[src/fetch_pkg.sv]
package fetch_pkg;

  ////////////////////////////////////////
  // address geometry
  ////////////////////////////////////////

  // only the low 16 address bits reach memory
  localparam int MEM_ADDR_BITS     = 16;
  // byte offset inside one 64-bit block
  localparam int BLOCK_OFFSET_BITS = 3;

  ////////////////////////////////////////
  // memory bus
  ////////////////////////////////////////

  typedef enum logic [1:0] {
    bus_none  = 2'h0,
    bus_load  = 2'h1,
    bus_store = 2'h2
  } mem_cmd_t;

  // zero means no tag
  typedef logic [3:0] mem_tag_t;

  typedef struct packed {
    mem_cmd_t                 cmd;
    logic [MEM_ADDR_BITS-1:0] addr;
  } mem_req_t;

  typedef struct packed {
    mem_tag_t    response;
    mem_tag_t    tag;
    logic [63:0] data;
  } mem_rsp_t;

  ////////////////////////////////////////
  // fetch and load ports
  ////////////////////////////////////////

  typedef struct packed {
    logic [MEM_ADDR_BITS-1:0] pc;
    logic [1:0][31:0]         inst;
    logic [1:0]               slot_valid;
  } fetch_pkt_t;

  typedef struct packed {
    logic                     valid;
    logic [MEM_ADDR_BITS-1:0] target;
  } redirect_t;

  typedef struct packed {
    logic [MEM_ADDR_BITS-1:0] addr;
  } load_req_t;

  typedef struct packed {
    logic [63:0] data;
  } load_rsp_t;

endpackage
[src/fetch_frontend.sv]
`timescale 1ns/1ps

module fetch_frontend import fetch_pkg::*; #(
  parameter int CACHE_LINES = 32,
  parameter int FB_DEPTH    = 8
) (
  input  logic       clock,
  input  logic       rst,
  output mem_req_t   mem_req,
  input  mem_rsp_t   mem_rsp,
  input  redirect_t  redirect,
  output logic       fetch_valid,
  output fetch_pkt_t fetch_pkt,
  input  logic       fetch_ready,
  input  logic       load_req_valid,
  input  load_req_t  load_req,
  output logic       load_req_ready,
  output logic       load_rsp_valid,
  output load_rsp_t  load_rsp,
  input  logic       load_rsp_ready
);

  mem_req_t                 imem_req;
  mem_req_t                 dmem_req;
  mem_tag_t                 imem_rsp_tag;
  mem_tag_t                 dmem_rsp_tag;
  logic [MEM_ADDR_BITS-1:0] fetch_addr;
  logic                     hit;
  logic [63:0]              hit_data;
  logic                     buf_full;
  logic                     push;
  fetch_pkt_t               push_pkt;

  ////////////////////////////////////////
  // instruction path
  ////////////////////////////////////////

  icache_ctrl #(.CACHE_LINES(CACHE_LINES)) u_icache_ctrl (
    .clock     (clock),
    .rst       (rst),
    .fetch_addr(fetch_addr),
    .hit       (hit),
    .hit_data  (hit_data),
    .mem_req   (imem_req),
    .rsp_tag   (imem_rsp_tag),
    .mem_rsp   (mem_rsp)
  );

  fetch_unit u_fetch_unit (
    .clock     (clock),
    .rst       (rst),
    .redirect  (redirect),
    .hit       (hit),
    .hit_data  (hit_data),
    .buf_full  (buf_full),
    .fetch_addr(fetch_addr),
    .push      (push),
    .push_pkt  (push_pkt)
  );

  // redirect empties the queue at the same edge the pc moves
  fetch_buffer #(.FB_DEPTH(FB_DEPTH)) u_fetch_buffer (
    .clock    (clock),
    .rst      (rst),
    .flush    (redirect.valid),
    .push     (push),
    .push_pkt (push_pkt),
    .full     (buf_full),
    .out_valid(fetch_valid),
    .out_pkt  (fetch_pkt),
    .out_ready(fetch_ready)
  );

  ////////////////////////////////////////
  // data path and bus sharing
  ////////////////////////////////////////

  dmem_port u_dmem_port (
    .clock    (clock),
    .rst      (rst),
    .req_valid(load_req_valid),
    .req      (load_req),
    .req_ready(load_req_ready),
    .rsp_valid(load_rsp_valid),
    .rsp      (load_rsp),
    .rsp_ready(load_rsp_ready),
    .mem_req  (dmem_req),
    .rsp_tag  (dmem_rsp_tag),
    .mem_rsp  (mem_rsp)
  );

  mem_arbiter u_mem_arbiter (
    .imem_req    (imem_req),
    .dmem_req    (dmem_req),
    .bus_req     (mem_req),
    .bus_rsp_tag (mem_rsp.response),
    .imem_rsp_tag(imem_rsp_tag),
    .dmem_rsp_tag(dmem_rsp_tag)
  );

endmodule

[src/mem_arbiter.sv]
`timescale 1ns/1ps

module mem_arbiter import fetch_pkg::*; (
  input  mem_req_t imem_req,
  input  mem_req_t dmem_req,
  output mem_req_t bus_req,
  input  mem_tag_t bus_rsp_tag,
  output mem_tag_t imem_rsp_tag,
  output mem_tag_t dmem_rsp_tag
);

  logic dmem_sel;

  // data side wins whenever it asks
  assign dmem_sel = (dmem_req.cmd != bus_none);

  assign bus_req = dmem_sel ? dmem_req : imem_req;

  // the client not chosen sees a refusal and retries
  assign imem_rsp_tag = dmem_sel ? '0 : bus_rsp_tag;
  assign dmem_rsp_tag = dmem_sel ? bus_rsp_tag : '0;

endmodule

[src/dmem_port.sv]
`timescale 1ns/1ps

module dmem_port import fetch_pkg::*; (
  input  logic      clock,
  input  logic      rst,
  input  logic      req_valid,
  input  load_req_t req,
  output logic      req_ready,
  output logic      rsp_valid,
  output load_rsp_t rsp,
  input  logic      rsp_ready,
  output mem_req_t  mem_req,
  input  mem_tag_t  rsp_tag,
  input  mem_rsp_t  mem_rsp
);

  typedef enum logic [1:0] {
    st_idle,
    st_accept,
    st_data
  } state_t;

  state_t                   state;
  logic [MEM_ADDR_BITS-1:0] load_addr;
  mem_tag_t                 load_tag;
  logic                     data_done;

  // one load in flight, so no new request until the old response is gone
  assign req_ready = (state == st_idle) && !rsp_valid;
  assign data_done = (state == st_data) && (mem_rsp.tag == load_tag);

  always_comb begin
    mem_req.cmd  = (state == st_accept) ? bus_load : bus_none;
    mem_req.addr = {load_addr[MEM_ADDR_BITS-1:BLOCK_OFFSET_BITS], {BLOCK_OFFSET_BITS{1'b0}}};
  end

  always_ff @(posedge clock) begin
    if (rst) begin
      state     <= st_idle;
      rsp_valid <= 1'b0;
    end else begin
      case (state)
        st_idle:   if (req_valid && req_ready) state <= st_accept;
        st_accept: if (rsp_tag != '0) state <= st_data;
        st_data:   if (data_done) state <= st_idle;
        default:   state <= st_idle;
      endcase
      if (data_done) begin
        rsp_valid <= 1'b1;
      end else if (rsp_ready) begin
        rsp_valid <= 1'b0;
      end
    end
  end

  always_ff @(posedge clock) begin
    if (req_valid && req_ready) load_addr <= req.addr;
    if (state == st_accept && rsp_tag != '0) load_tag <= rsp_tag;
    if (data_done) rsp.data <= mem_rsp.data;
  end

  // response held under back-pressure
  a_rsp_stable: assert property (@(posedge clock) disable iff (rst)
    rsp_valid && !rsp_ready |=> rsp_valid && $stable(rsp));

endmodule

[src/fetch_buffer.sv]
`timescale 1ns/1ps

module fetch_buffer import fetch_pkg::*; #(
  parameter int FB_DEPTH = 8
) (
  input  logic       clock,
  input  logic       rst,
  input  logic       flush,
  input  logic       push,
  input  fetch_pkt_t push_pkt,
  output logic       full,
  output logic       out_valid,
  output fetch_pkt_t out_pkt,
  input  logic       out_ready
);

  localparam int PTR_BITS = $clog2(FB_DEPTH);
  localparam int CNT_BITS = $clog2(FB_DEPTH + 1);

  fetch_pkt_t          entries [FB_DEPTH];
  logic [PTR_BITS-1:0] head;
  logic [PTR_BITS-1:0] tail;
  logic [CNT_BITS-1:0] count;
  logic                pop;

  // wrap for any depth, not just powers of two
  function automatic logic [PTR_BITS-1:0] next_ptr(input logic [PTR_BITS-1:0] p);
    next_ptr = (p == PTR_BITS'(FB_DEPTH - 1)) ? '0 : p + 1'b1;
  endfunction

  assign full      = (count == CNT_BITS'(FB_DEPTH));
  assign out_valid = (count != '0);
  assign out_pkt   = entries[head];
  assign pop       = out_valid && out_ready;

  always_ff @(posedge clock) begin
    if (push) begin
      entries[tail] <= push_pkt;
    end
  end

  ////////////////////////////////////////
  // pointers and occupancy
  ////////////////////////////////////////

  always_ff @(posedge clock) begin
    if (rst || flush) begin
      head  <= '0;
      tail  <= '0;
      count <= '0;
    end else begin
      if (push) tail <= next_ptr(tail);
      if (pop) head <= next_ptr(head);
      case ({push, pop})
        2'b10:   count <= count + 1'b1;
        2'b01:   count <= count - 1'b1;
        default: count <= count;
      endcase
    end
  end

  // fetch_unit must stall on full
  a_no_overflow: assert property (@(posedge clock) disable iff (rst) !(push && full));

endmodule

[src/fetch_unit.sv]
`timescale 1ns/1ps

module fetch_unit import fetch_pkg::*; (
  input  logic                     clock,
  input  logic                     rst,
  input  redirect_t                redirect,
  input  logic                     hit,
  input  logic [63:0]              hit_data,
  input  logic                     buf_full,
  output logic [MEM_ADDR_BITS-1:0] fetch_addr,
  output logic                     push,
  output fetch_pkt_t               push_pkt
);

  logic [MEM_ADDR_BITS-1:0] pc;
  // redirect landed on the second word of the block
  logic                     skip_slot0;

  assign fetch_addr = pc;

  // a hit in the redirect cycle belongs to the old path
  assign push = hit && !buf_full && !redirect.valid;

  always_comb begin
    push_pkt.pc         = pc;
    push_pkt.inst[0]    = hit_data[31:0];
    push_pkt.inst[1]    = hit_data[63:32];
    push_pkt.slot_valid = {1'b1, !skip_slot0};
  end

  always_ff @(posedge clock) begin
    if (rst) begin
      pc         <= '0;
      skip_slot0 <= 1'b0;
    end else if (redirect.valid) begin
      pc         <= {redirect.target[MEM_ADDR_BITS-1:BLOCK_OFFSET_BITS],
                     {BLOCK_OFFSET_BITS{1'b0}}};
      skip_slot0 <= redirect.target[BLOCK_OFFSET_BITS-1];
    end else if (push) begin
      pc         <= pc + MEM_ADDR_BITS'(8);
      skip_slot0 <= 1'b0;
    end
  end

endmodule

[src/icache_ctrl.sv]
`timescale 1ns/1ps

module icache_ctrl import fetch_pkg::*; #(
  parameter int CACHE_LINES = 32
) (
  input  logic                     clock,
  input  logic                     rst,
  input  logic [MEM_ADDR_BITS-1:0] fetch_addr,
  output logic                     hit,
  output logic [63:0]              hit_data,
  output mem_req_t                 mem_req,
  input  mem_tag_t                 rsp_tag,
  input  mem_rsp_t                 mem_rsp
);

  localparam int IDX_BITS = $clog2(CACHE_LINES);
  localparam int TAG_BITS = MEM_ADDR_BITS - BLOCK_OFFSET_BITS - IDX_BITS;

  typedef enum logic [1:0] {
    st_idle,
    st_request,
    st_wait
  } state_t;

  state_t              state;
  logic [IDX_BITS-1:0] cur_idx;
  logic [TAG_BITS-1:0] cur_tag;
  logic [IDX_BITS-1:0] miss_idx;
  logic [TAG_BITS-1:0] miss_tag;
  mem_tag_t            miss_mem_tag;
  logic                fill;

  assign cur_idx = fetch_addr[BLOCK_OFFSET_BITS +: IDX_BITS];
  assign cur_tag = fetch_addr[MEM_ADDR_BITS-1 -: TAG_BITS];

  // outstanding block is written even after a redirect
  assign fill = (state == st_wait) && (mem_rsp.tag == miss_mem_tag);

  cache_mem #(
    .CACHE_LINES(CACHE_LINES)
  ) u_cache_mem (
    .clock  (clock),
    .rst    (rst),
    .rd_idx (cur_idx),
    .rd_tag (cur_tag),
    .rd_data(hit_data),
    .rd_hit (hit),
    .wr_en  (fill),
    .wr_idx (miss_idx),
    .wr_tag (miss_tag),
    .wr_data(mem_rsp.data)
  );

  always_comb begin
    mem_req.cmd  = (state == st_request) ? bus_load : bus_none;
    mem_req.addr = {miss_tag, miss_idx, {BLOCK_OFFSET_BITS{1'b0}}};
  end

  ////////////////////////////////////////
  // miss sequencer
  ////////////////////////////////////////

  always_ff @(posedge clock) begin
    if (rst) begin
      state <= st_idle;
    end else begin
      case (state)
        st_idle:    if (!hit) state <= st_request;
        st_request: if (rsp_tag != '0) state <= st_wait;
        st_wait:    if (fill) state <= st_idle;
        default:    state <= st_idle;
      endcase
    end
  end

  // block address and accepted tag of the pending miss
  always_ff @(posedge clock) begin
    if (state == st_idle && !hit) begin
      miss_idx <= cur_idx;
      miss_tag <= cur_tag;
    end
    if (state == st_request && rsp_tag != '0) begin
      miss_mem_tag <= rsp_tag;
    end
  end

  // refused request keeps its command and block address
  a_req_held: assert property (@(posedge clock) disable iff (rst)
    mem_req.cmd != bus_none && rsp_tag == '0 |=> $stable(mem_req));

endmodule

[src/cache_mem.sv]
`timescale 1ns/1ps

module cache_mem import fetch_pkg::*; #(
  parameter int CACHE_LINES = 32
) (
  input  logic                                                          clock,
  input  logic                                                          rst,
  input  logic [$clog2(CACHE_LINES)-1:0]                                rd_idx,
  input  logic [MEM_ADDR_BITS-BLOCK_OFFSET_BITS-$clog2(CACHE_LINES)-1:0] rd_tag,
  output logic [63:0]                                                   rd_data,
  output logic                                                          rd_hit,
  input  logic                                                          wr_en,
  input  logic [$clog2(CACHE_LINES)-1:0]                                wr_idx,
  input  logic [MEM_ADDR_BITS-BLOCK_OFFSET_BITS-$clog2(CACHE_LINES)-1:0] wr_tag,
  input  logic [63:0]                                                   wr_data
);

  localparam int TAG_BITS = MEM_ADDR_BITS - BLOCK_OFFSET_BITS - $clog2(CACHE_LINES);

  logic [63:0]          data_array [CACHE_LINES];
  logic [TAG_BITS-1:0]  tag_array  [CACHE_LINES];
  logic [CACHE_LINES-1:0] valid;

  // combinational read port
  assign rd_data = data_array[rd_idx];
  assign rd_hit  = valid[rd_idx] && (tag_array[rd_idx] == rd_tag);

  always_ff @(posedge clock) begin
    if (rst) begin
      valid <= '0;
    end else if (wr_en) begin
      valid[wr_idx] <= 1'b1;
    end
  end

  always_ff @(posedge clock) begin
    if (wr_en) begin
      data_array[wr_idx] <= wr_data;
      tag_array[wr_idx]  <= wr_tag;
    end
  end

endmodule

[config.mk]
export PLATFORM = sky130hd
export DESIGN_NAME = fetch_frontend
export DESIGN_NICKNAME = d
export VERILOG_FILES = /design/src/fetch_pkg.sv /design/src/fetch_frontend.sv /design/src/mem_arbiter.sv /design/src/dmem_port.sv /design/src/fetch_buffer.sv /design/src/fetch_unit.sv /design/src/icache_ctrl.sv /design/src/cache_mem.sv
export SDC_FILE = /design/constraint.sdc
export NUM_CORES = 2
export LEC_CHECK = 0
export BUFFER_PORTS_ARGS = -buffer_cell sky130_fd_sc_hd__buf_4
export CORE_MARGIN = 3
export CORE_UTILIZATION = 45
export CTS_BUF_LIST = sky130_fd_sc_hd__clkbuf_8
export CTS_CLUSTER_DIAMETER = 50
export DETAILED_ROUTE_END_ITERATION = 12
export PLACE_DENSITY = 0.62
export SETUP_SLACK_MARGIN = 0.2
export SKIP_CTS_REPAIR_TIMING = 1
export SLEW_MARGIN = 20
export SYNTH_ARGS = -nofsm -noshare
export SYNTH_HDL_FRONTEND = slang
export SYNTH_SLANG_ARGS = --single-unit
[constraint.sdc]
create_clock -name clock -period 10.7 [get_ports clock]
set_input_delay 0.535 -clock clock [delete_from_list [all_inputs] [get_ports clock]]
set_output_delay 0.535 -clock clock [all_outputs]
set_load 0.01 [all_outputs]
==> results.txt <==
----------------------------------------------------
[Run status]
  Outcome ... finished clean

[Detailed routing]
  Final Routed Wirelength ... roughly 300000 µm
  Routed length per placed instance ... roughly 31 µm
  Iteration count of the initial detailed-routing pass ... 6
  Antenna Nets Post-Route ... 0
  Count of routing violations after the opening detailed-route iteration ... just over 6000
  DRC violations left ... 0
  Number of vias after detailed routing ... around 55000
  Via-per-instance ratio ... 5.90

[STA]
  Number of endpoints with negative hold slack in the final report ... 0
  Least-Margin Pin Slew ... approximately 1.1 ns
  Number of setup violations in the final report ... 0
  Unrepaired setup endpoints after global routing ... no
  Max Freq ... approximately 150 MHz
  Final period demand of the worst path ... slightly below 7 ns
  Final worst-path cycle share ... between 60% and 70%
  Final Skew ... between 0.08 and 0.09 ns
  Setup_tns ... 0 ns
  Final max-slew violation count ... 0
  Max-Slew Margin vs Limit ... a little over a quarter
  Final worst slack ... 3.97 ns

[Yosys]
  Commonest register cell after synthesis ... sky130_fd_sc_hd__edfxtp_1
  Gate Count Post-Synth ... a little under 5000
  Share of the yosys chip area belonging to registers ... just under 80%
  Main area contributors after synthesis ... sky130_fd_sc_hd__edfxtp_1 78%, sky130_fd_sc_hd__mux4_2 16%, sky130_fd_sc_hd__mux2_2 1.4%
  Post-synthesis instance area ... about 120000 µm²
  Synth area leader ... sky130_fd_sc_hd__edfxtp_1
  Count of flip-flops with a built-in enable after synthesis ... just over 3000
  Area share of the largest cell type after synthesis ... 77.5%
  Average instance area after synthesis ... between 20 and 25 µm²
  Count of cell types in the netlist ... 62
  Synth Warn # ... 0
  Number of flip-flops and latches in the synthesized netlist ... a little over 3000
  Synth async-reset ratio ... 0%

[Clock tree]
  Clock transition time at the flip-flop clock pins of the worst setup and hold paths ... approximately 0.060 ns
  Inserted Clock Buffers ... a little under 500
  Clock root cell ... sky130_fd_sc_hd__clkbuf_8
  Clock sink total ... 3095
  Maximum root-to-sink buffer count ... 4
  Clock tree from TritonCTS ... built
  Skew-Pair Late Insertion Delay ... 1.11 ns
  Number of H-tree levels ... 5

[Final layout]
  Number of nets in the layout ... roughly 5700
  Top library cells by usage in the layout, fill and taps aside ... 3026 x sky130_fd_sc_hd__edfxtp_1, 839 x sky130_fd_sc_hd__mux4_2, 488 x sky130_fd_sc_hd__clkbuf_8, 382 x sky130_fd_sc_hd__buf_4, 174 x sky130_fd_sc_hd__inv_1
  Final cell utilization of the core ... 51.9%
  Area of all sequential standard cells ... slightly above 90000 µm²
  Area occupied by multi-input gates ... between 20000 and 25000 µm²
  P&R area growth vs syn ... 14.2%
  Number of fill cells in the layout ... 19904
  Final cell area excluding filler cells ... approximately 130000 µm²
  Share of post-route cells with drive strength above 1 ... between 30% and 40%
  Leading cell type in the layout, fill and taps excluded ... sky130_fd_sc_hd__edfxtp_1

[Floorplan]
  Number of top-level pins ... 277
  Area of the die ... between 200000 and 300000 µm²
  Starting density of the core ... 45.4%
  Die width ... 516 µm
  Core Rows ... about 190
  Core Area ... approximately 260000 µm²
  Die boundary height ... ~520 µm

[GRT]
  Wire length of the first global-routing pass ... between 400000 and 500000 µm
  Remaining Overflow, GRT ... 0
  Initial antenna violation count ... 15
  GR Layer Usage met1 ... roughly 32%
  Met3 GRT Util ... approximately 3.7%
  M2 GR Usage ... 34.1%
  Busiest metal layer after global routing ... met2
  Overall routing resource usage ... a little over a fifth
  Number of global-route vias before repair ... roughly 56000
  Pin count of the biggest net entering global routing ... slightly below 100

[Critical path]
  Kind of capture point of the worst setup path ... flop
  Critical Path RT ... 11.37 ns
  Worst setup SP type ... flop
  Destination of the worst register-to-register timing path ... u_fetch_buffer.entries[2][71]$_DFFE_PP_
  Maximum fanout encountered on the critical timing path ... 74
  R2r setup slk ... a little under 4 ns
  Cells on worst reg2reg path ... 10
  Setup Crit Path Kind ... flop to flop
  Critical Path AT ... approximately 7.4 ns

[Place]
  Port-buffer cells ... approximately 260
  Dpl ws ... roughly 4.1 ns
  Cell area after placement ... ~120000 µm²
  Dpl hpwl ... around 150000 µm
  Placer Congestion ... a little over 0.8

[Power]
  Leakage power summed over all cells ... ~42 nW
  Proportion of power drawn by combinational gates ... around 5.4%
  Sw Pwr ... ~0.0055 W
  Proportion of power drawn by flip-flops and latches ... between 50% and 60%
  Total power ... approximately 0.024 W
  Internal Dissipation ... about 0.019 W
  Maximum resistive drop on vdd ... about 0.11 mV
  Power share of the clock group ... between 30% and 40%
  Power Density ... approximately 180 nW/µm²
  Switching share of total power ... 23.0%

[Job]
  Maxcap violations ... 0

[Min path]
  Instance count along the most critical hold path ... 4
  Endpoint with the worst hold slack ... u_fetch_unit.fetch_addr[13]$_SDFFE_PP0N_
  Source of the worst hold timing path ... redirect[16]
  Class of the most critical hold timing path ... primary input to flop

----------------------------------------------------
## per-stage QoR
step,hold slack [ns],std cells
6_report,0.0632,9366
3_3_place_gp,0.441,8364
3_5_place_dp,0.449,8366
2_1_floorplan,0.435,4851
4_1_cts,-0.469,9242
5_1_grt,0.0352,9360
## power groups by stage
stage | sequential (W) | combinational (W) | clock, W
floorplan | 0.0138 | 0.000736 | 0
global placement | 0.0139 | 0.00121 | 0
detailed placement | 0.0139 | 0.00124 | 0
CTS | 0.0136 | 0.00124 | 0.00944
global route | 0.0136 | 0.00139 | 0.00999
finish | 0.0136 | 0.00131 | 0.00921
## worst max path at each step
| stage | startpoint | endpoint | slack [ns] | depth (start not counted) |
|---|---|---|---|---|
| floorplan | mem_rsp[66] | u_dmem_port.rsp[0]$_DFFE_PP_ | 4.56 | 3 |
| global placement | flop | u_fetch_buffer.entries[6][40]$_DFFE_PP_ | 4.14 | 10 |
| detailed placement | flop | u_fetch_buffer.entries[6][40]$_DFFE_PP_ | 4.09 | 10 |
| CTS | flop | u_fetch_buffer.entries[6][42]$_DFFE_PP_ | 4.03 | 10 |
| global route | flop | u_fetch_buffer.entries[2][20]$_DFFE_PP_ | 3.56 | 10 |
| finish | flop | u_fetch_buffer.entries[2][71]$_DFFE_PP_ | 3.97 | 10 |
## layer usage
metal	vias to the layer above	wire length [µm]
met5	-	13
met4	2	5780
li1	22406	-
met2	2412	139000
met3	423	22400
met1	30002	125000
## state kept, by name, summed over array words and instances (netlist names), named ones only
register and count:
u_fetch_buffer.entries 624, u_fetch_buffer.count 4, u_dmem_port.rsp 64, u_fetch_buffer.tail 3, u_icache_ctrl.u_cache_mem.valid 32, u_icache_ctrl.u_cache_mem.data_array 2048, u_icache_ctrl.miss_tag 8, u_dmem_port.load_addr 13
u_icache_ctrl.u_cache_mem.tag_array 256, u_fetch_buffer.head 3, u_icache_ctrl.state 2, u_icache_ctrl.miss_idx 5, u_fetch_unit.fetch_addr 13, u_icache_ctrl.miss_mem_tag 4, u_dmem_port.state 2, u_dmem_port.rsp_valid 1
u_dmem_port.load_tag 4, u_fetch_unit.skip_slot0 1
## layout make-up
type | count | area share, %
Clock buffer | 488 | 5.02
Inverter | 14 | 0.0393
Clock inverter | 388 | 1.65
Sequential cell | 3095 | 68.9
Tap cell | 3384 | 3.16
Antenna cell | 7 | 0.0131
Multi-Input combinational cell | 1486 | 18.1
Timing Repair Buffer | 504 | 3.12
## worst max-delay path, stage by stage, from the launching register on
cell and delay, ns:
sky130_fd_sc_hd__dfxtp_4 0.88, sky130_fd_sc_hd__buf_12 0.61, sky130_fd_sc_hd__nor2b_1 0.34, sky130_fd_sc_hd__a22oi_1 0.26, sky130_fd_sc_hd__nand2_1 0.15, sky130_fd_sc_hd__a2111oi_1 0.83
sky130_fd_sc_hd__mux2i_1 0.31, sky130_fd_sc_hd__or4_4 0.65, sky130_fd_sc_hd__nor3_2 0.48, sky130_fd_sc_hd__and4b_4 0.96, sky130_fd_sc_hd__buf_4 0.66
## synth_stat cells (21+ instances only)
cell / n
sky130_fd_sc_hd__mux2i_1: 74
sky130_fd_sc_hd__edfxtp_1: 3026
sky130_fd_sc_hd__nor2_1: 71
sky130_fd_sc_hd__a22oi_1: 27
sky130_fd_sc_hd__o21a_1: 29
sky130_fd_sc_hd__clkbuf_1: 141
sky130_fd_sc_hd__buf_1: 87
sky130_fd_sc_hd__nand2_1: 67
sky130_fd_sc_hd__dfxtp_1: 69
sky130_fd_sc_hd__nand3_1: 21
sky130_fd_sc_hd__mux4_2: 839
sky130_fd_sc_hd__mux2_2: 143
## cell families after synthesis
kind of cell / count (synthesis) / synth area share, %
flip-flops: 3095 / 78.7
AO/OA/AOI/OAI: 123 / 0.774
XOR/XNOR: 16 / 0.126
multiplexers: 1057 / 18.1
AND/OR/NAND/NOR: 273 / 1.20
other: 2 / 0.00641
buffers and inverters: 270 / 0.931
adder cells (fa/ha/maj): 9 / 0.102
(Power assumes the default switching activity.)
